`src/verilog/muldiv_pkg.sv`:
```
`default_nettype none

package muldiv_pkg;

    // Operand and result width
    parameter int XLEN = 32;

    // Register file index width
    parameter int REG_IDX_W = 5;

    // Encoding equals funct3 of the OP opcode with funct7 = 0000001
    typedef enum logic [2:0] {
        OP_MUL    = 3'b000,  // Low word, signed x signed
        OP_MULH   = 3'b001,  // High word, signed x signed
        OP_MULHSU = 3'b010,  // High word, signed x unsigned
        OP_MULHU  = 3'b011,  // High word, unsigned x unsigned
        OP_DIV    = 3'b100,
        OP_DIVU   = 3'b101,
        OP_REM    = 3'b110,
        OP_REMU   = 3'b111
    } muldiv_op_e;

endpackage

`default_nettype wire

```
`src/verilog/muldiv_if.sv`:
```
`timescale 1ns/100ps
`default_nettype none

// Request path from the issue register into the core
interface muldiv_issue_if;

    logic                              req_valid;  // Issue register holds an entry
    muldiv_pkg::muldiv_op_e            req_op;
    logic [muldiv_pkg::REG_IDX_W-1:0]  req_rd;
    logic [muldiv_pkg::XLEN-1:0]       req_a;      // rs1 value
    logic [muldiv_pkg::XLEN-1:0]       req_b;      // rs2 value
    logic                              req_take;   // Core consumes entry on this edge

    modport issue (
        output req_valid,
        output req_op,
        output req_rd,
        output req_a,
        output req_b,
        input  req_take
    );

    modport core (
        input  req_valid,
        input  req_op,
        input  req_rd,
        input  req_a,
        input  req_b,
        output req_take
    );

endinterface


`default_nettype wire

```
`src/verilog/muldiv_issue.sv`:
```
`timescale 1ns/100ps
`default_nettype none

module muldiv_issue (
    input  wire logic                              clk,
    input  wire logic                              rst_n,
    input  wire logic                              start_i,
    input  wire logic [2:0]                        funct3_i,
    input  wire logic [muldiv_pkg::REG_IDX_W-1:0]  rd_i,
    input  wire logic [muldiv_pkg::XLEN-1:0]       rs1_i,
    input  wire logic [muldiv_pkg::XLEN-1:0]       rs2_i,
    input  wire logic                              flush_i,
    input  wire logic                              stall_i,
    output logic                                   ready_o,
    muldiv_issue_if.issue                          iss
);

    logic                              full_q;
    muldiv_pkg::muldiv_op_e            op_q;
    logic [muldiv_pkg::REG_IDX_W-1:0]  rd_q;
    logic [muldiv_pkg::XLEN-1:0]       a_q;
    logic [muldiv_pkg::XLEN-1:0]       b_q;
    logic                              accept;

    // Slot is free, or the core empties it on this very edge
    assign ready_o = !stall_i && (!full_q || iss.req_take);
    assign accept  = start_i && ready_o;

    always_ff @(posedge clk or negedge rst_n) begin
        if (!rst_n) begin
            full_q <= 1'b0;
        end else if (flush_i) begin
            full_q <= 1'b0;           // Flush wins over stall and accept
        end else if (accept) begin
            full_q <= 1'b1;
        end else if (iss.req_take) begin
            full_q <= 1'b0;
        end
    end

    // Payload only, occupancy lives in full_q
    always_ff @(posedge clk) begin
        if (accept) begin
            op_q <= muldiv_pkg::muldiv_op_e'(funct3_i);
            rd_q <= rd_i;
            a_q  <= rs1_i;
            b_q  <= rs2_i;
        end
    end

    assign iss.req_valid = full_q;
    assign iss.req_op    = op_q;
    assign iss.req_rd    = rd_q;
    assign iss.req_a     = a_q;
    assign iss.req_b     = b_q;

endmodule

`default_nettype wire

```
`src/flat_wrapper.sv`:
```
// flat-port wrapper written by rule: the top's interface ports become plain ports
module muldiv_issue_flat 
  (clk, rst_n, start_i, funct3_i, rd_i, rs1_i, rs2_i, flush_i, stall_i, ready_o, iss_req_valid, iss_req_op, iss_req_rd, iss_req_a, iss_req_b, iss_req_take);
  muldiv_issue_if iss_i ();
  input  wire logic clk;
  input  wire logic rst_n;
  input  wire logic start_i;
  input  wire logic [2:0] funct3_i;
  input  wire logic [muldiv_pkg::REG_IDX_W-1:0] rd_i;
  input  wire logic [muldiv_pkg::XLEN-1:0] rs1_i;
  input  wire logic [muldiv_pkg::XLEN-1:0] rs2_i;
  input  wire logic flush_i;
  input  wire logic stall_i;
  output logic ready_o;
  output wire logic [$bits(iss_i.req_valid)-1:0] iss_req_valid;
  output wire logic [$bits(iss_i.req_op)-1:0] iss_req_op;
  output wire logic [$bits(iss_i.req_rd)-1:0] iss_req_rd;
  output wire logic [$bits(iss_i.req_a)-1:0] iss_req_a;
  output wire logic [$bits(iss_i.req_b)-1:0] iss_req_b;
  input wire logic [$bits(iss_i.req_take)-1:0] iss_req_take;
  assign iss_req_valid = iss_i.req_valid;
  assign iss_req_op = iss_i.req_op;
  assign iss_req_rd = iss_i.req_rd;
  assign iss_req_a = iss_i.req_a;
  assign iss_req_b = iss_i.req_b;
  assign iss_i.req_take = iss_req_take;
  muldiv_issue u_core (.clk(clk), .rst_n(rst_n), .start_i(start_i), .funct3_i(funct3_i), .rd_i(rd_i), .rs1_i(rs1_i), .rs2_i(rs2_i), .flush_i(flush_i), .stall_i(stall_i), .ready_o(ready_o), .iss(iss_i));
endmodule
```
`config.mk`:
```
export PLATFORM = sky130hd
export DESIGN_NAME = muldiv_issue_flat
export DESIGN_NICKNAME = d
export VERILOG_FILES = /design/src/verilog/muldiv_pkg.sv /design/src/verilog/muldiv_if.sv /design/src/verilog/muldiv_issue.sv /design/src/flat_wrapper.sv
export SDC_FILE = /design/constraint.sdc
export NUM_CORES = 1
export LEC_CHECK = 0
export CAP_MARGIN = 40
export CORE_MARGIN = 2
export CORE_UTILIZATION = 58
export DETAILED_ROUTE_END_ITERATION = 8
export DONT_BUFFER_PORTS = 1
export PLACE_DENSITY = 0.77
export SETUP_SLACK_MARGIN = 0.3
export SLEW_MARGIN = 25
export SYNTH_ARGS = -nofsm -noshare
export SYNTH_HDL_FRONTEND = slang
export SYNTH_SLANG_ARGS = --single-unit
```
`constraint.sdc`:
```
create_clock -name clk -period 10.3 [get_ports clk]
set_input_delay 1.03 -clock clk [delete_from_list [all_inputs] [get_ports clk]]
set_output_delay 1.03 -clock clk [all_outputs]
set_load 0.03 [all_outputs]
```
==> impl_metrics.tcl, run 1 <==
set metrics [dict create \
    status "complete, no violations" \
    initial_utilization 0.608 \
    syn_to_final_growth_pct 12.7 \
    critPathTopFamily "simple AND/OR/NAND/NOR gates" \
    io_pins 152 \
    ff2ff_setup_slack_ps 8570 \
    tightest_slew_ps 558 \
    setup-tns-final_ps 0 \
    crit_chain "nor2b_1, nor2_1" \
    avgViaCountPerCell 5.65 \
    h-tree-depth 3 \
    cp-end-kind "primary output" \
    netlist_area_um2 2220 \
    grt_pass1_wl_um 4490 \
    period_share 0.249 \
    hp-class "in2async" \
    cts_tree "done" \
    path_depth 2 \
    crit_buf_inv 0 \
    port_buffers 0 \
    coreArea_um2 3660 \
    r2r_cells 4 \
    ys_seq_area_frac 0.983 \
    slowest_delay_ps 440 \
    synth_area_leader_cell "edfxtp_1" \
    fin_crit_ps 2560 \
    ctsHoldBuffers 0 \
    antenna_found_initial 1 \
    maxSlewHeadroom 0.627 \
    ys_warn_count 0 \
    final_common_cell "edfxtp_1" \
    final_cell_mix "72 x edfxtp_1, 9 x clkbuf_8, 3 x clkbuf_1, 2 x clkinv_2" \
    cts.repair.resized 0 \
    startpoint_type "input pin" \
    clk_pin_slew_worst_paths_ps 70 \
    ff_latch_area_um2 2190 \
    synth_seq_cells 73 \
    gp_congestion 0.719 \
    final.setup.worst_slack_ps 7740 \
    required_ps 9270 \
    worstPathArrival_ps 1530 \
    clockRootBuffer "clkbuf_8" \
    worstPathMaxFanout 2 \
    grt_max_degree 73 \
    power_density_nw_per_um2 232 \
    synth_top_area_share 0.972 \
    rows 22 \
    grt_util_all_layers 0.160 \
    chipHeight_um 65.9 \
    die_w_um 65.9 \
    drt_wl_total_um 3570 \
    finalNonFillerCells 145 \
    synthTopCellsByArea "edfxtp_1 97%, dfrtp_1 1.1%, a21oi_2 0.39%" \
    numCtsBuffers 9 \
    hold_slack_ps 398 \
    multi_input_area_um2 45.0 \
    slew_viol_final 0 \
    postLayoutCellArea_um2 2510 \
    firstDrtPassIters 4 \
    dp.cells 128 \
    hold_viol_final 0 \
    fillers 222 \
    p_leak_nw 0.809 \
    die_area_um2 4350 \
    remaining_drc_errors 0 \
    netlist_instances 79 \
    overflow 0 \
    cts_max_path_buffers 2 \
    setup_violations 0 \
    cpMaxStageDelayCell "nor2_1" \
    diodes 0 \
    syn_nets 157 \
    worstSetupPathType "in2out" \
    grt_pass1_vias 815 \
    num_vias 819 \
    synth.avg_cell_area_um2 28.2 \
    r2r-start "u_core.iss.req_valid$_DFFE_PN0P_" \
    drtIter0Drc 74 \
    placed_area_um2 2300 \
    drv_cap 0 \
    final_nets 170 \
    ir_drop_v 0.000162 \
    postCtsSetupBuffers 0 \
    r2r_end "u_core.iss.req_b[27]$_DFFE_PP_" \
    grt_setup_unrepaired "false" \
    dp_slack_ps 7730 \
    skew_ps 5.00 \
    max_freq_mhz 390 \
    antenna_left 0 \
    cts.sink_count 73 \
    layout-drive-gt1-share 0.175 \
    insertion_delay_ps 320 \
    wl_per_cell_um 24.6 \
    yosysUniqueCellTypes 7 \
]
[stage by stage]
step	power (mW)	utilization
3_3_place_gp	0.385	0.628
6_report	0.580	0.685
5_1_grt	0.601	0.685
3_5_place_dp	0.386	0.628
2_1_floorplan	0.383	-
4_1_cts	0.584	0.677
[sequential cells by signal, summed over array words and instances, names as in the netlist]
signal	cells
u_core.iss.req_a	32
u_core.iss.req_b	32
u_core.iss.req_op	3
u_core.iss.req_rd	5
u_core.iss.req_valid	1
[power by group]
part           switching, mW  internal, mW
combinational        0.00679       0.00211
clock                 0.0889         0.111
sequential            0.0287         0.343
[kinds of logic (layout without fill, tap and decap cells)]
family / Yosys count / count (layout) / share of synthesized area
AOI/OAI and AO/OA: 1 / 1 / 0.00394
buffers and inverters: 0 / 18 / 0
DFF: 73 / 73 / 0.983
and+or+nand+nor: 5 / 5 / 0.0129
[worst max path at each step]
stage | from | slack [ps] | endpoint
floorplan | stall_i | 5580 | u_core.iss.req_a[0]$_DFFE_PP_
global placement | iss_req_take | 7750 | ready_o
detailed placement | iss_req_take | 7730 | ready_o
CTS | iss_req_take | 7730 | ready_o
global route | iss_req_take | 7720 | ready_o
finish | iss_req_take | 7740 | ready_o
[cell usage after synthesis]
| master | number |
|---|---|
| nand2b_1 | 1 |
| nor2b_1 | 1 |
| edfxtp_1 | 72 |
| dfrtp_1 | 1 |
| a21oi_2 | 1 |
| nand2b_2 | 1 |
| nor2_1 | 2 |
[cell type report]
type,instances,area share
well taps,48,0.0240
clock buffers,12,0.0539
clock inverters,4,0.0175
flip-flops and latches,73,0.873
multi-input cells,6,0.0180
repair buffers,2,0.0140
[metal layers]
metal  track usage  wire [µm]  up-vias
met5             0          0        -
met3         0.106        501        7
met1         0.130       1100      377
met4         0.107         61        0
met2         0.270       1910       93
li1              -          -      342
(Power assumes the default switching activity.)
==> run 2: changes to the inputs <==
--- a/config.mk
+++ b/config.mk
@@ -7,10 +7,10 @@
 export LEC_CHECK = 0
 export CAP_MARGIN = 40
 export CORE_MARGIN = 2
-export CORE_UTILIZATION = 58
+export CORE_UTILIZATION = 54
 export DETAILED_ROUTE_END_ITERATION = 8
 export DONT_BUFFER_PORTS = 1
-export PLACE_DENSITY = 0.77
+export PLACE_DENSITY = 0.75
 export SETUP_SLACK_MARGIN = 0.3
 export SLEW_MARGIN = 25
 export SYNTH_ARGS = -nofsm -noshare
==> constraint.sdc (replaced) <==
create_clock -name clk -period 2.32 [get_ports clk]
set_input_delay 0.232 -clock clk [delete_from_list [all_inputs] [get_ports clk]]
set_output_delay 0.232 -clock clk [all_outputs]
set_load 0.03 [all_outputs]
==> run 2 against run 1 <==
  * Flip-flop and latch count is the same
  * Power rose to 4.6 times the previous value
  * Register-to-register slack worse by 7800 ps
  * Sequential power increased to 4.4 times the previous value
  * Sequential share of layout area is 20 points lower
  * Clock power increased to 4.5 times the previous value
  * Cell area grew 29%
  * First-iteration DRC count increased by 16%
  * Global-route usage grew 3.6 points
  * Die area up 7.0%
  * Clock skew barely moved
  * Wire length increased by 32%
==> impl_metrics.tcl, run 2 (synthesis results as in run 1) <==
set metrics [dict create \
    hold_slack_ps 96.1 \
    syn_to_final_growth_pct 45.6 \
    die_w_um 68.2 \
    hold_viol_final 0 \
    final_nets 244 \
    avgViaCountPerCell 5.01 \
    wl_per_cell_um 21.3 \
    chipHeight_um 68.2 \
    drv_cap 0 \
    cts_max_path_buffers 2 \
    port_buffers 0 \
    grt_util_all_layers 0.196 \
    skew_ps 4.98 \
    required_ps 2090 \
    max_freq_mhz 616 \
    coreArea_um2 3970 \
    grt_pass1_wl_um 5970 \
    final_common_cell "dlygate4sd3_1" \
    setup-tns-final_ps 0 \
    worstSetupPathType "reg2out" \
    grt_pass1_vias 1167 \
    drtIter0Drc 86 \
    worstPathArrival_ps 1390 \
    clk_pin_slew_worst_paths_ps 70 \
    power_frac_clock 0.333 \
    drt_wl_total_um 4720 \
    worstPathMaxFanout 3 \
    place_hpwl_um 2910 \
    gp_congestion 0.673 \
    finalPower_mw 2.69 \
    io_pins 152 \
    setup_violations 0 \
    p_leak_nw 1.11 \
    status "complete, no violations" \
    startpoint_type "register" \
    pwr-share-comb 0.052 \
    fin_crit_ps 1620 \
    slew_viol_final 0 \
    insertion_delay_ps 320 \
    cts.sink_count 73 \
    firstDrtPassIters 4 \
    power_frac_seq 0.615 \
    intPower_mw 2.10 \
    cp-end-kind "primary output" \
    initial_utilization 0.560 \
    p_sw_mw 0.585 \
    remaining_drc_errors 0 \
    num_vias 1108 \
    finalCoreUtilization 0.815 \
    hp-class "in2reg" \
    ir_drop_v 0.000495 \
    switching_share 0.218 \
    h-tree-depth 3 \
    period_share 0.700 \
    power_density_nw_per_um2 830 \
    maxSlewHeadroom 0.634 \
    overflow 0 \
    die_area_um2 4650 \
    antenna_left 0 \
    cts_tree "done" \
    numCtsBuffers 9 \
    antenna_found_initial 0 \
    grt_setup_unrepaired "false" \
    rows 23 \
    diodes 0 \
    layout-drive-gt1-share 0.111 \
    final_cell_mix "74 x dlygate4sd3_1, 72 x edfxtp_1, 9 x clkbuf_8, 3 x clkbuf_1" \
    clockRootBuffer "clkbuf_8" \
    grt_max_degree 37 \
    tightest_slew_ps 547 \
]
==> run 2: worst paths after layout <==
path	start	endpoint	slack, ps	cells after the start
setup / recovery	u_core.iss.req_valid$_DFFE_PN0P_	ready_o	700	2
hold / removal	iss_req_take	u_core.iss.req_valid$_DFFE_PN0P_	100	2
setup reg to reg	u_core.iss.req_valid$_DFFE_PN0P_	u_core.iss.req_b[20]$_DFFE_PP_	820	3
hold reg to reg	u_core.iss.req_valid$_DFFE_PN0P_	u_core.iss.req_valid$_DFFE_PN0P_	690	2
max in group asynchronous	rst_n	u_core.iss.req_valid$_DFFE_PN0P_	2090	1
min in group asynchronous	rst_n	u_core.iss.req_valid$_DFFE_PN0P_	120	1
==> run 2: final cells by class <==
| cell class | count | area, µm² |
|---|---|---|
| multi-input combinational | 6 | 52.6 |
| sequential | 73 | 2190 |
| timing repair buffer | 76 | 756 |
| tap | 50 | 62.6 |
| fill | 195 | 733 |
| clock buffer | 12 | 135 |
| clock inverter | 4 | 43.8 |
==> run 2: per-stage QoR <==
step / setup slack [ps] / area (µm²) / instances
6_report: 696 / 3240 / 221
5_1_grt: 666 / 3240 / 221
4_1_cts: 677 / 3240 / 221
3_5_place_dp: 836 / 2320 / 131
3_3_place_gp: 887 / 2320 / 131
2_1_floorplan: 228 / 2240 / 79
==> run 2: per-layer routing <==
metal / vias up / GRT usage / part of all wire
met5: - / 0 / 0
met4: 0 / 0.108 / 0.012
met3: 7 / 0.0724 / 0.10
met2: 91 / 0.364 / 0.55
met1: 520 / 0.182 / 0.34
li1: 490 / - / -
==> run 2: worst max-delay path, cell delays in order (launching register included) <==
cell and delay (ps):
dfrtp_2 490, nor2b_4 170, nor2_1 420
==> run 2: what timing repair did <==
action,in CTS,in global routing
endpoints found under the hold margin,74,0
setup buffers,0,0
resized for setup,0,0
hold buffers,74,0
==> run 2: power groups by stage <==
stage               Sequential [mW]  Combinational (mW)  Clock, mW
floorplan                      1.67              0.0272          0
global placement               1.68              0.0341          0
detailed placement             1.68              0.0364          0
CTS                            1.65               0.138      0.911
global route                   1.66               0.149      0.975
finish                         1.65               0.139      0.896
