==> config.mk <==
export PLATFORM = sky130hd
export DESIGN_NAME = muldiv_writeback_flat
export DESIGN_NICKNAME = d
export VERILOG_FILES = /design/src/verilog/muldiv_pkg.sv /design/src/verilog/muldiv_if.sv /design/src/verilog/muldiv_writeback.sv /design/src/flat_wrapper.sv
export SDC_FILE = /design/constraint.sdc
export NUM_CORES = 1
export LEC_CHECK = 0
export ABC_AREA = 1
export BUFFER_PORTS_ARGS = -buffer_cell sky130_fd_sc_hd__buf_2
export CORE_MARGIN = 3
export CORE_UTILIZATION = 48
export CTS_BUF_LIST = sky130_fd_sc_hd__clkbuf_16
export CTS_CLUSTER_DIAMETER = 40
export DETAILED_ROUTE_END_ITERATION = 12
export PLACE_DENSITY = 0.84
export SLEW_MARGIN = 5
export SYNTH_ARGS = -nofsm -noshare
export SYNTH_HDL_FRONTEND = slang
export SYNTH_SLANG_ARGS = --single-unit
==> constraint.sdc <==
create_clock -name clk -period 0.9 [get_ports clk]
set_input_delay 0.09 -clock clk [delete_from_list [all_inputs] [get_ports clk]]
set_output_delay 0.09 -clock clk [all_outputs]
set_load 0.05 [all_outputs]
==> src/verilog/muldiv_pkg.sv <==
`default_nettype none

package muldiv_pkg;

    // Operand and result width
    parameter int XLEN = 32;

    // Register file index width
    parameter int REG_IDX_W = 5;

    // Encoding equals funct3 of the OP opcode with funct7 = 0000001
    typedef enum logic [2:0] {
        OP_MUL    = 3'b000,  // Low word, signed x signed
        OP_MULH   = 3'b001,  // High word, signed x signed
        OP_MULHSU = 3'b010,  // High word, signed x unsigned
        OP_MULHU  = 3'b011,  // High word, unsigned x unsigned
        OP_DIV    = 3'b100,
        OP_DIVU   = 3'b101,
        OP_REM    = 3'b110,
        OP_REMU   = 3'b111
    } muldiv_op_e;

endpackage

`default_nettype wire

==> src/verilog/muldiv_if.sv <==
`timescale 1ns/100ps
`default_nettype none


// Finished result from the core, one cycle wide per operation
interface muldiv_result_if;

    logic                              res_valid;
    logic [muldiv_pkg::REG_IDX_W-1:0]  res_rd;
    logic [muldiv_pkg::XLEN-1:0]       res_data;

    modport core (output res_valid, output res_rd, output res_data);
    modport wb   (input  res_valid, input  res_rd, input  res_data);

endinterface

`default_nettype wire

==> src/verilog/muldiv_writeback.sv <==
`timescale 1ns/100ps
`default_nettype none

module muldiv_writeback (
    input  wire logic                              clk,
    input  wire logic                              rst_n,
    input  wire logic                              stall_i,
    muldiv_result_if.wb                            res,
    output logic                                   wb_valid_o,
    output logic [muldiv_pkg::REG_IDX_W-1:0]       wb_rd_o,
    output logic [muldiv_pkg::XLEN-1:0]            wb_data_o
);

    logic write_en;

    // x0 is hardwired, nothing to write
    assign write_en = res.res_valid && (res.res_rd != '0);

    // Register file write port sees these directly
    always_ff @(posedge clk or negedge rst_n) begin
        if (!rst_n) begin
            wb_valid_o <= 1'b0;
            wb_rd_o    <= '0;
            wb_data_o  <= '0;
        end else if (!stall_i) begin
            wb_valid_o <= write_en;
            if (write_en) begin
                wb_rd_o   <= res.res_rd;
                wb_data_o <= res.res_data;
            end
        end
    end

endmodule

`default_nettype wire

==> src/flat_wrapper.sv <==
// flat-port wrapper written by rule: the top's interface ports become plain ports
module muldiv_writeback_flat 
  (clk, rst_n, stall_i, wb_valid_o, wb_rd_o, wb_data_o, res_res_valid, res_res_rd, res_res_data);
  muldiv_result_if res_i ();
  input  wire logic clk;
  input  wire logic rst_n;
  input  wire logic stall_i;
  output logic wb_valid_o;
  output logic [muldiv_pkg::REG_IDX_W-1:0] wb_rd_o;
  output logic [muldiv_pkg::XLEN-1:0] wb_data_o;
  input wire logic [$bits(res_i.res_valid)-1:0] res_res_valid;
  input wire logic [$bits(res_i.res_rd)-1:0] res_res_rd;
  input wire logic [$bits(res_i.res_data)-1:0] res_res_data;
  assign res_i.res_valid = res_res_valid;
  assign res_i.res_rd = res_res_rd;
  assign res_i.res_data = res_res_data;
  muldiv_writeback u_core (.clk(clk), .rst_n(rst_n), .stall_i(stall_i), .res(res_i), .wb_valid_o(wb_valid_o), .wb_rd_o(wb_rd_o), .wb_data_o(wb_data_o));
endmodule
==> reports/metrics.yaml, run 1 <==
clock_skew_ns: 0
arrival_ns: 0.84
violations: "negative setup slack"
fin_area_mm2: 0.00254
dpl.hpwl_um: 2720
synth_top_area_share: 0.617
fin_setup_tns_ns: -0.321
critical_path.top_delay_family: "flip-flops"
io_buffers: 78
overflow: 0
drive_gt1_frac: 0.430
ys_warn_count: 0
num_antenna_cells: 0
synth-edff-count: 0
power_density_mw_per_mm2: 2220
outcome: "finished, violations left"
syn_to_final_growth_pct: 65.1
syn_inst: 169
dieArea_mm2: 0.00393
synth_top_area_cell: "dfrtp_1"
relSlewSlack: 0.857
die_height_um: 62.7
finalWorstSetupSlack_ns: -0.0252
avgViaCountPerCell: 4.95
cpPeakStageDelay_ns: 0.40
grt_max_degree: 39
first_iter_violations: 87
finalNonFillerCells: 314
yosys-top-cells-count: "nand2_1, dfrtp_1, nand3_1"
timing.critical_path.buf_inv: 1
endpoint: "wb_data_o[19]"
fin_crit_sh: 1.03
hold_path.class: "in2reg"
path_max_fanout: 2
async_flop_share: 1.00
synth_area_per_cell_um2: 9.12
final_antenna_net_count: 0
nNetsFinal: 314
ys_seq_elements: 38
synthAdderAreaFrac: 0
ios: 79
worstSetupStartpointType: "register"
synth_area_leaders: "dfrtp_1, nand2_1, nand3_1"
muxShareOfSynthArea: 0
hold_depth: 3
rr_startpoint: "u_core.wb_data_o[6]"
antenna_found_initial: 0
clk_path_buf_depth: 2
r2r_cells: 4
pre_cts_ws_ns: -0.0507
fin_crit_ns: 0.925
p_total_mw: 5.65
totalWireLength_um: 4590
synth-xor-area-share: 0
peakVddDrop_v: 0.00163
wl_per_cell_um: 14.6
core.rowCount: 19
holdWs_ns: 0.0469
reg2reg_slack_ns: 0.02
rsz0062_at_grt: "yes"
path_cells: "buf_6"
drv_slew: 0
synthSimpleGateAreaFrac: 0.330
fin_util: 0.877
grt_pass1_wl_um: 7430
via_count: 1553
globalplace.congestion: 0.761
crit_required_ns: 0.81
fmax_ghz: 1.08
synth-compound-area-share: 0
cts_tree: "yes"
slowest_stage: "dfrtp_1"
clkTransAtPathRegs_ns: 0.05
cts_sinks: 38
root_buffer: "clkbuf_16"
setup.worst_path.start: "u_core.wb_data_o[19]"
synth_area_mm2: 0.00154
drc: 0
synth.most_common_cell: "nand2_1"
reg2reg_to: "u_core.wb_data_o[6]"
cts_buffers: 5
crit_cells: 1
clk_latency_ns: 0.27
firstDrtPassIters: 4
synth_top_family_by_area: "simple AND/OR/NAND/NOR gates"
crit_type: "reg2out"
p_leak_nw: 1.42
htreeDepth: 2
synthFlopType: "dfrtp_1"
hold_path_startpoint: "res_res_rd[1]"
setup_viol: 31
core_mm2: 0.00290
dpl_cell_area_mm2: 0.00201
worstSetupEndpointType: "output port"
grt_pass1_vias: 1562
synth.distinct_cells: 12
numPlacedInstances: 286
drv_cap: 0
tightestPinTransition_ns: 0.215
track_usage: 0.237
start_util: 0.531
die_w_um: 62.7
report.final.hold_viol_count: 0
syn-num-nets: 210
synth-seq-area-share: 0.617
==> per-layer routing <==
layer | track usage | part of all wire
met4 | 0.0496 | 0.0068
met2 | 0.442 | 0.55
met3 | 0.0504 | 0.056
met1 | 0.279 | 0.38
met5 | 0 | 0
==> flip-flops by register name (all words and copies together), names as in the netlist <==
| name | count |
|---|---|
| u_core.wb_rd_o | 5 |
| u_core.wb_valid_o | 1 |
| u_core.wb_data_o | 32 |
==> what timing repair did <==
item,in CTS,in global routing
resized for setup,76,0
buffers inserted,11,10
setup endpoints to repair,38,38
pin swaps,0,0
hold buffers,1,0
hold endpoints to repair,38,0
==> power breakdown <==
part	switching, mW	internal (mW)	leakage, nW
logic	1.21	0.775	0.890
clock network	0.567	0.982	0.0632
registers	0.178	1.94	0.470
total	1.96	3.69	1.42
==> cells in the final DEF (no fill, tap or decap), drive strengths merged <==
| cell | instances |
|---|---|
| buf | 107 |
| nand2 | 78 |
| dfrtp | 38 |
| nand3 | 37 |
| clkbuf | 5 |
| nor2 | 3 |
| inv | 2 |
| clkinv | 1 |
| dlygate4sd3 | 1 |
==> worst min-delay path by stage <==
stage	to
5_1_grt	u_core.wb_data_o[17]
4_1_cts	u_core.wb_data_o[2]
3_5_place_dp	u_core.wb_data_o[10]
3_3_place_gp	u_core.wb_data_o[31]
2_1_floorplan	u_core.wb_data_o[0]
6_report	u_core.wb_rd_o[1]
==> cell families (layout without fill, tap and decap cells) <==
| logic type | after synthesis | count (layout) |
|---|---|---|
| DFF | 38 | 38 |
| and+or+nand+nor | 118 | 118 |
| buffers and inverters | 13 | 116 |
==> worst min-delay path, stage by stage <==
cell and delay (ns):
buf_2 0.09, nand2_1 0.05, nand2_1 0.05
==> final cells by class <==
class                      count  area, um2
timing repair buffer         108        893
inverter                       2       7.51
multi-input combinational    118        512
tap                           42       52.6
clock buffer                   5        125
sequential                    38        951
clock inverter                 1       3.75
fill                         161        355
(Power assumes the default switching activity.)
==> inputs of run 2 (changes only) <==
--- a/config.mk
+++ b/config.mk
@@ -12,6 +12,7 @@
 export CTS_BUF_LIST = sky130_fd_sc_hd__clkbuf_16
 export CTS_CLUSTER_DIAMETER = 40
 export DETAILED_ROUTE_END_ITERATION = 12
+export GPL_TIMING_DRIVEN = 0
 export PLACE_DENSITY = 0.84
 export SLEW_MARGIN = 5
 export SYNTH_ARGS = -nofsm -noshare
==> run 2 against run 1 <==
  * The run ends with negative hold slack, negative setup slack left
  * Cell count stayed put
  * Register-to-register slack better by 0.02 ns
  * Critical path depth stayed put
  * Hold slack worse by 0.13 ns
  * Design area is 2.1% lower
  * Utilization is 1.9 points lower
  * Via count is 0.19% lower
  * Largest power group unchanged
==> reports/metrics.yaml, run 2 (synthesis gave the netlist of run 1 again) <==
outcome: "finished, violations left"  # unchanged
violations: "negative hold slack, negative setup slack"  # was negative setup slack
totalWireLength_um: 4640  # was 4590 um
dpl.hpwl_um: 2740  # was 2720 um
firstDrtPassIters: 5  # was 4
via_count: 1550  # was 1,553
globalplace.congestion: 0.766  # was 0.761
antenna_found_initial: 0  # unchanged
nNetsFinal: 313  # was 314
largest_reg_flops: 32  # unchanged
path_cells: "buf_6"  # unchanged
htreeDepth: 2  # unchanged
final_antenna_net_count: 0  # unchanged
drive_gt1_frac: 0.423  # was 0.430
clock_skew_ns: 0  # unchanged
final_common_cell: "nand2_1"  # unchanged
tightestPinTransition_ns: 0.816  # was 0.215 ns
arrival_ns: 0.84  # about the same
avgViaCountPerCell: 4.94  # was 4.95
numPlacedInstances: 289  # was 286
fin_crit_ns: 0.935  # was 0.925 ns
report.final.hold_viol_count: 38  # was 0
fin_crit_sh: 1.04  # was 1.03
io_buffers: 78  # unchanged
relSlewSlack: 0.456  # was 0.857
drv_slew: 0  # unchanged
root_buffer: "clkbuf_16"  # unchanged
holdWs_ns: -0.0879  # was 0.0469 ns
hold_path.class: "in2async"  # was in2reg
crit_type: "reg2out"  # unchanged
syn_to_final_growth_pct: 61.6  # was 65.1%
fin_setup_tns_ns: -0.514  # was -0.321 ns
rsz0062_at_grt: "yes"  # unchanged
reg2reg_to: "u_core.wb_data_o[31]"  # was u_core.wb_data_o[6]
die_height_um: 62.7  # unchanged
top_usage_layer: "met2"  # unchanged
p_total_mw: 5.62  # was 5.65 mW
first_iter_violations: 79  # was 87
crit_required_ns: 0.81  # about the same
slowest_stage: "dfrtp_1"  # unchanged
core.rowCount: 19  # unchanged
path_max_fanout: 2  # unchanged
peakVddDrop_v: 0.00180  # was 0.00163 V
clk_path_buf_depth: 2  # unchanged
reg2reg_slack_ns: 0.04  # was 0.02 ns
reg_top3: "u_core.wb_data_o: 32 flops, u_core.wb_rd_o: 5 flops, u_core.wb_valid_o: 1 flops"  # unchanged
critical_path.top_delay_family: "flip-flops"  # unchanged
fmax_ghz: 1.07  # was 1.08 GHz
power_density_mw_per_mm2: 2250  # was 2220 mW/mm2
overflow: 0  # unchanged
r2r_cells: 4  # unchanged
wl_per_cell_um: 14.8  # was 14.6 um
use_met2: 0.422  # was 0.442
track_usage: 0.241  # was 0.237
grt_pass1_wl_um: 7270  # was 7430 um
grt_pass1_vias: 1561  # was 1,562
cts_buffers: 5  # unchanged
clkTransAtPathRegs_ns: 0.05  # about the same
num_antenna_cells: 0  # unchanged
cts_sinks: 38  # unchanged
clk_latency_ns: 0.27  # about the same
cpPeakStageDelay_ns: 0.40  # about the same
fillers: 172  # was 161
die_w_um: 62.7  # unchanged
start_util: 0.531  # unchanged
grt_max_degree: 39  # unchanged
timing.critical_path.buf_inv: 1  # unchanged
layout_common_cells: "nand2_1, buf_2, buf_6"  # was nand2_1, buf_2, buf_6, dfrtp_1, nand3_1
pre_cts_ws_ns: -0.212  # was -0.0507 ns
use_met3: 0.0809  # was 0.0504
cts_tree: "yes"  # unchanged
rr_startpoint: "u_core.wb_data_o[31]"  # was u_core.wb_data_o[6]
worstSetupStartpointType: "register"  # unchanged
dieArea_mm2: 0.00393  # unchanged
finalWorstSetupSlack_ns: -0.0345  # was -0.0252 ns
core_mm2: 0.00290  # unchanged
largest-register: "u_core.wb_data_o"  # unchanged
setup_viol: 38  # was 31
ios: 79  # unchanged
worstSetupEndpointType: "output port"  # unchanged
drc: 0  # unchanged
met1_usage: 0.270  # was 0.279
drv_cap: 0  # unchanged
finalNonFillerCells: 314  # unchanged
p_leak_nw: 1.41  # was 1.42 nW
-- run 2: worst max path at each step --
stage          slack [ns]              endpoint                 start  cells after the start
2_1_floorplan        0.06     u_core.wb_valid_o     u_core.wb_valid_o                      2
3_3_place_gp        -0.18  u_core.wb_data_o[11]         res_res_rd[2]                      6
3_5_place_dp        -0.21  u_core.wb_data_o[25]         res_res_rd[4]                      8
4_1_cts             -0.03          wb_data_o[4]   u_core.wb_data_o[4]                      1
5_1_grt             -0.05         wb_data_o[28]  u_core.wb_data_o[28]                      1
6_report            -0.03         wb_data_o[28]  u_core.wb_data_o[28]                      1
-- run 2: per-layer routing --
| layer | share of wire | up-vias |
|---|---|---|
| li1 | - | 742 |
| met4 | 0.022 | 0 |
| met2 | 0.53 | 75 |
| met3 | 0.076 | 10 |
| met5 | 0 | - |
| met1 | 0.37 | 723 |
-- run 2: through the flow --
step                utilization  cell area [um2]
finish                    0.859             2490
global route              0.859             2490
CTS                       0.833             2410
detailed placement        0.684             1980
global placement          0.684             1980
floorplan                     -             1540
-- run 2: timing repair --
action | CTS | global route
hold endpoints to repair | 38 | 38
resized for setup | 76 | 2
pin swaps | 0 | 1
setup buffers | 8 | 10
endpoints found under the setup margin | 38 | 47
-- run 2: power breakdown --
group          switching (mW)  internal, mW
logic                    1.21         0.734
registers               0.175          1.94
clock network           0.573         0.987
total                    1.96          3.66
-- run 2: layout make-up --
cell class,instances,area [um2],area share
well taps,42,52.6,0.0211
multi-input cells,118,509,0.204
clock buffers,5,125,0.0502
flip-flops and latches,38,951,0.382
plain buffers,11,75.1,0.0301
repair buffers,96,763,0.306
inverters,2,7.51,0.00301
clock inverters,2,7.51,0.00301
==> inputs of run 3 (changes only) <==
--- a/config.mk
+++ b/config.mk
@@ -5,10 +5,9 @@
 export SDC_FILE = /design/constraint.sdc
 export NUM_CORES = 1
 export LEC_CHECK = 0
-export ABC_AREA = 1
 export BUFFER_PORTS_ARGS = -buffer_cell sky130_fd_sc_hd__buf_2
 export CORE_MARGIN = 3
-export CORE_UTILIZATION = 48
+export CORE_UTILIZATION = 47
 export CTS_BUF_LIST = sky130_fd_sc_hd__clkbuf_16
 export CTS_CLUSTER_DIAMETER = 40
 export DETAILED_ROUTE_END_ITERATION = 12
==> run 3 against run 2 <==
  * The run still ends with negative hold slack, negative setup slack left
  * Wire length increased by 13%
  * Register-to-register slack worse by 0.06 ns
  * Design area grew 7.4%
  * Cell count fell by 25%
  * Synthesized cell count decreased by 49%
  * Non-clock buffer count increased by 7
  * Sequential cell count stayed put
  * Clock skew is the same
  * Sequential power up 4%
  * Hold slack improved by 0.0067 ns
  * Clock-buffer cell count stayed put
  * Global-route usage up 0.93 points
==> reports/metrics.yaml, run 3 <==
outcome: "finished, violations left"  # unchanged
violations: "negative hold slack, negative setup slack"  # unchanged
first_iter_violations: 64  # was 79
fillers: 77  # was 172
path_cells: "buf_8 -> or4_4 -> o21ai_4 -> buf_6 -> buf_6 -> mux2_4"  # was buf_6
grt_max_degree: 39  # unchanged
ys_seq_elements: 38  # unchanged
ys_warn_count: 0  # unchanged
worstSetupStartpointType: "primary input"  # was register
cts_tree: "yes"  # unchanged
die_w_um: 61.5  # was 62.7 um
wl_per_cell_um: 22.2  # was 14.8 um
drv_cap: 0  # unchanged
drv_slew: 0  # unchanged
antenna_found_initial: 0  # unchanged
rsz0062_at_grt: "yes"  # unchanged
async_flop_share: 1.00  # unchanged
holdWs_ns: -0.0812  # was -0.0879 ns
r2r_cells: 2  # was 4
clk_latency_ns: 0.27  # about the same
synth.distinct_cells: 10  # was 12
path_max_fanout: 5  # was 2
die_height_um: 61.5  # was 62.7 um
via_count: 1246  # was 1,550
endpoint: "u_core.wb_data_o[7]"  # was wb_data_o[28]
overflow: 0  # unchanged
yosys-top-cells-count: "dfrtp_1, mux2_2, a22o_1"  # was nand2_1, dfrtp_1, nand3_1
worstSetupEndpointType: "register"  # was output port
synth-seq-area-share: 0.657  # was 0.617
synth_top_area_share: 0.657  # was 0.617
crit_required_ns: 1.05  # was 0.81 ns
p_leak_nw: 1.42  # was 1.41 nW
grt_pass1_vias: 1280  # was 1,561
slowest_stage: "or4_4"  # was dfrtp_1
synth_area_mm2: 0.00145  # was 0.00154 mm2
relSlewSlack: 0.439  # was 0.456
fmax_ghz: 0.725  # was 1.07 GHz
root_buffer: "clkbuf_16"  # unchanged
num_antenna_cells: 0  # unchanged
nNetsFinal: 244  # was 313
globalplace.congestion: 0.719  # was 0.766
dieArea_mm2: 0.00378  # was 0.00393 mm2
htreeDepth: 2  # unchanged
reg2reg_slack_ns: -0.02  # was 0.04 ns
setup.worst_path.start: "res_res_rd[3]"  # was u_core.wb_data_o[28]
core.rowCount: 19  # unchanged
peakVddDrop_v: 0.00224  # was 0.00180 V
cts_buffers: 5  # unchanged
clkTransAtPathRegs_ns: 0.06  # was 0.05 ns
crit_type: "in2reg"  # was reg2out
reg2reg_to: "u_core.wb_data_o[25]"  # was u_core.wb_data_o[31]
start_util: 0.507  # was 0.531
final_antenna_net_count: 0  # unchanged
fin_crit_ns: 1.38  # was 0.935 ns
ios: 79  # unchanged
fin_util: 0.938  # was 0.859
synth_top_area_cell: "dfrtp_1"  # unchanged
pre_cts_ws_ns: -0.870  # was -0.212 ns
synth_area_per_cell_um2: 16.8  # was 9.12 um2
report.final.hold_viol_count: 38  # unchanged
drc: 0  # unchanged
core_mm2: 0.00285  # was 0.00290 mm2
cpPeakStageDelay_ns: 0.54  # was 0.40 ns
power_density_mw_per_mm2: 2450  # was 2250 mW/mm2
clock_skew_ns: 0  # unchanged
layout_common_cells: "buf_6, buf_2, dfrtp_1"  # was nand2_1, buf_2, buf_6
cts_sinks: 38  # unchanged
setup_viol: 72  # was 38
clk_path_buf_depth: 2  # unchanged
grt_pass1_wl_um: 6580  # was 7270 um
rr_startpoint: "u_core.wb_data_o[25]"  # was u_core.wb_data_o[31]
firstDrtPassIters: 4  # was 5
largest-register: "u_core.wb_data_o"  # unchanged
tightestPinTransition_ns: 0.841  # was 0.816 ns
totalWireLength_um: 5230  # was 4640 um
synth_area_leaders: "dfrtp_1, mux2_2, a22o_1"  # was dfrtp_1, nand2_1, nand3_1
regArea_um2: 953  # was 951 um2
dpl.hpwl_um: 2350  # was 2740 um
io_buffers: 78  # unchanged
multi_input_area_um2: 559  # was 509 um2
reg_top3: "u_core.wb_data_o: 32 flops, u_core.wb_rd_o: 5 flops, u_core.wb_valid_o: 1 flops"  # unchanged
hold_path.class: "in2async"  # unchanged
syn-num-nets: 127  # was 210
synth-edff-count: 0  # unchanged
arrival_ns: 1.53  # was 0.84 ns
track_usage: 0.250  # was 0.241
syn_to_final_growth_pct: 85.0  # was 61.6%
synth.most_common_cell: "dfrtp_1"  # was nand2_1
final_common_cell: "buf_6"  # was nand2_1
cpMostUsedCell: "buf_6"
drive_gt1_frac: 0.765  # was 0.423
largest_reg_flops: 32  # unchanged
syn_inst: 86  # was 169
synthFlopType: "dfrtp_1"  # unchanged
avgViaCountPerCell: 5.30  # was 4.94
fin_crit_sh: 1.53  # was 1.04
finalWorstSetupSlack_ns: -0.479  # was -0.0345 ns
run 3: cell types whose count changed after synthesis, moves of 2 or more:
cell     before  now
nand3_1      36    0
mux2_2        0   32
nand2_1      77    3
a22o_1        0    5
buf_2         5    0
inv_1         2    0
nor2_2        2    0
run 3: cell type report:
type,instances,area share
buffer,4,0.0173
sequential,38,0.356
clock buffer,5,0.0468
multi-input combinational,44,0.209
timing repair buffer,110,0.342
tap,31,0.0145
clock inverter,3,0.0140
run 3: critical path: cells and delay by family:
| kind | cells | cell delay [ns] |
|---|---|---|
| muxes | 1 | 0.30 |
| AOI/OAI and AO/OA | 1 | 0.19 |
| and+or+nand+nor | 1 | 0.54 |
| buffers and inverters | 3 | 0.40 |
run 3: logic make-up (layout without fill, tap and decap cells):
kind of cell / after synthesis / count (layout) / synth area share
flops: 38 / 38 / 0.657
mux: 32 / 32 / 0.249
compound gates: 7 / 7 / 0.0476
simple gates: 5 / 5 / 0.0199
buf+inv: 4 / 122 / 0.0259
run 3: how the worst min path moves through the flow:
| stage | from | endpoint | slack, ns | depth (start not counted) |
|---|---|---|---|---|
| 2_1_floorplan | rst_n | u_core.wb_data_o[0] | -0.21 | 0 |
| 3_3_place_gp | rst_n | u_core.wb_rd_o[4] | 0.21 | 1 |
| 3_5_place_dp | rst_n | u_core.wb_rd_o[4] | 0.23 | 1 |
| 4_1_cts | rst_n | u_core.wb_data_o[6] | -0.05 | 1 |
| 5_1_grt | rst_n | u_core.wb_data_o[6] | -0.04 | 1 |
| 6_report | rst_n | u_core.wb_rd_o[4] | -0.08 | 1 |
run 3: report_power, final:
| part | switching, mW | internal, mW | total (mW) | leakage (nW) |
|---|---|---|---|---|
| registers | 0.216 | 1.97 | 2.19 | 0.447 |
| clock network | 0.640 | 1.29 | 1.93 | 0.0864 |
| logic | 1.35 | 1.10 | 2.46 | 0.884 |
| total | 2.21 | 4.36 | 6.57 | 1.42 |
run 3: through the flow:
step	cell area, um2	hold slack [ns]	total power, mW	std cells	setup TNS (ns)
floorplan	1450	-0.206	3.34	86	-20.51
global placement	1880	0.208	3.76	195	-28.54
detailed placement	1880	0.234	3.80	195	-29.00
CTS	2590	-0.0543	6.40	225	-15.95
global route	2680	-0.0361	6.78	235	-18.75
finish	2680	-0.0812	6.57	235	-16.90
run 3: what timing repair did:
action,in CTS,in global routing
setup buffers,20,10
endpoints found under the setup margin,74,75
pin swaps,2,2
cloned,2,0
hold endpoints to repair,38,38
resized for setup,114,5
run 3: per-layer routing:
| metal | vias to the layer above | track usage | routed length [um] |
|---|---|---|---|
| met5 | - | 0 | 0 |
| met4 | 0 | 0.115 | 269 |
| met3 | 20 | 0.0482 | 285 |
| met2 | 67 | 0.443 | 2820 |
| met1 | 619 | 0.291 | 1850 |
| li1 | 540 | - | - |
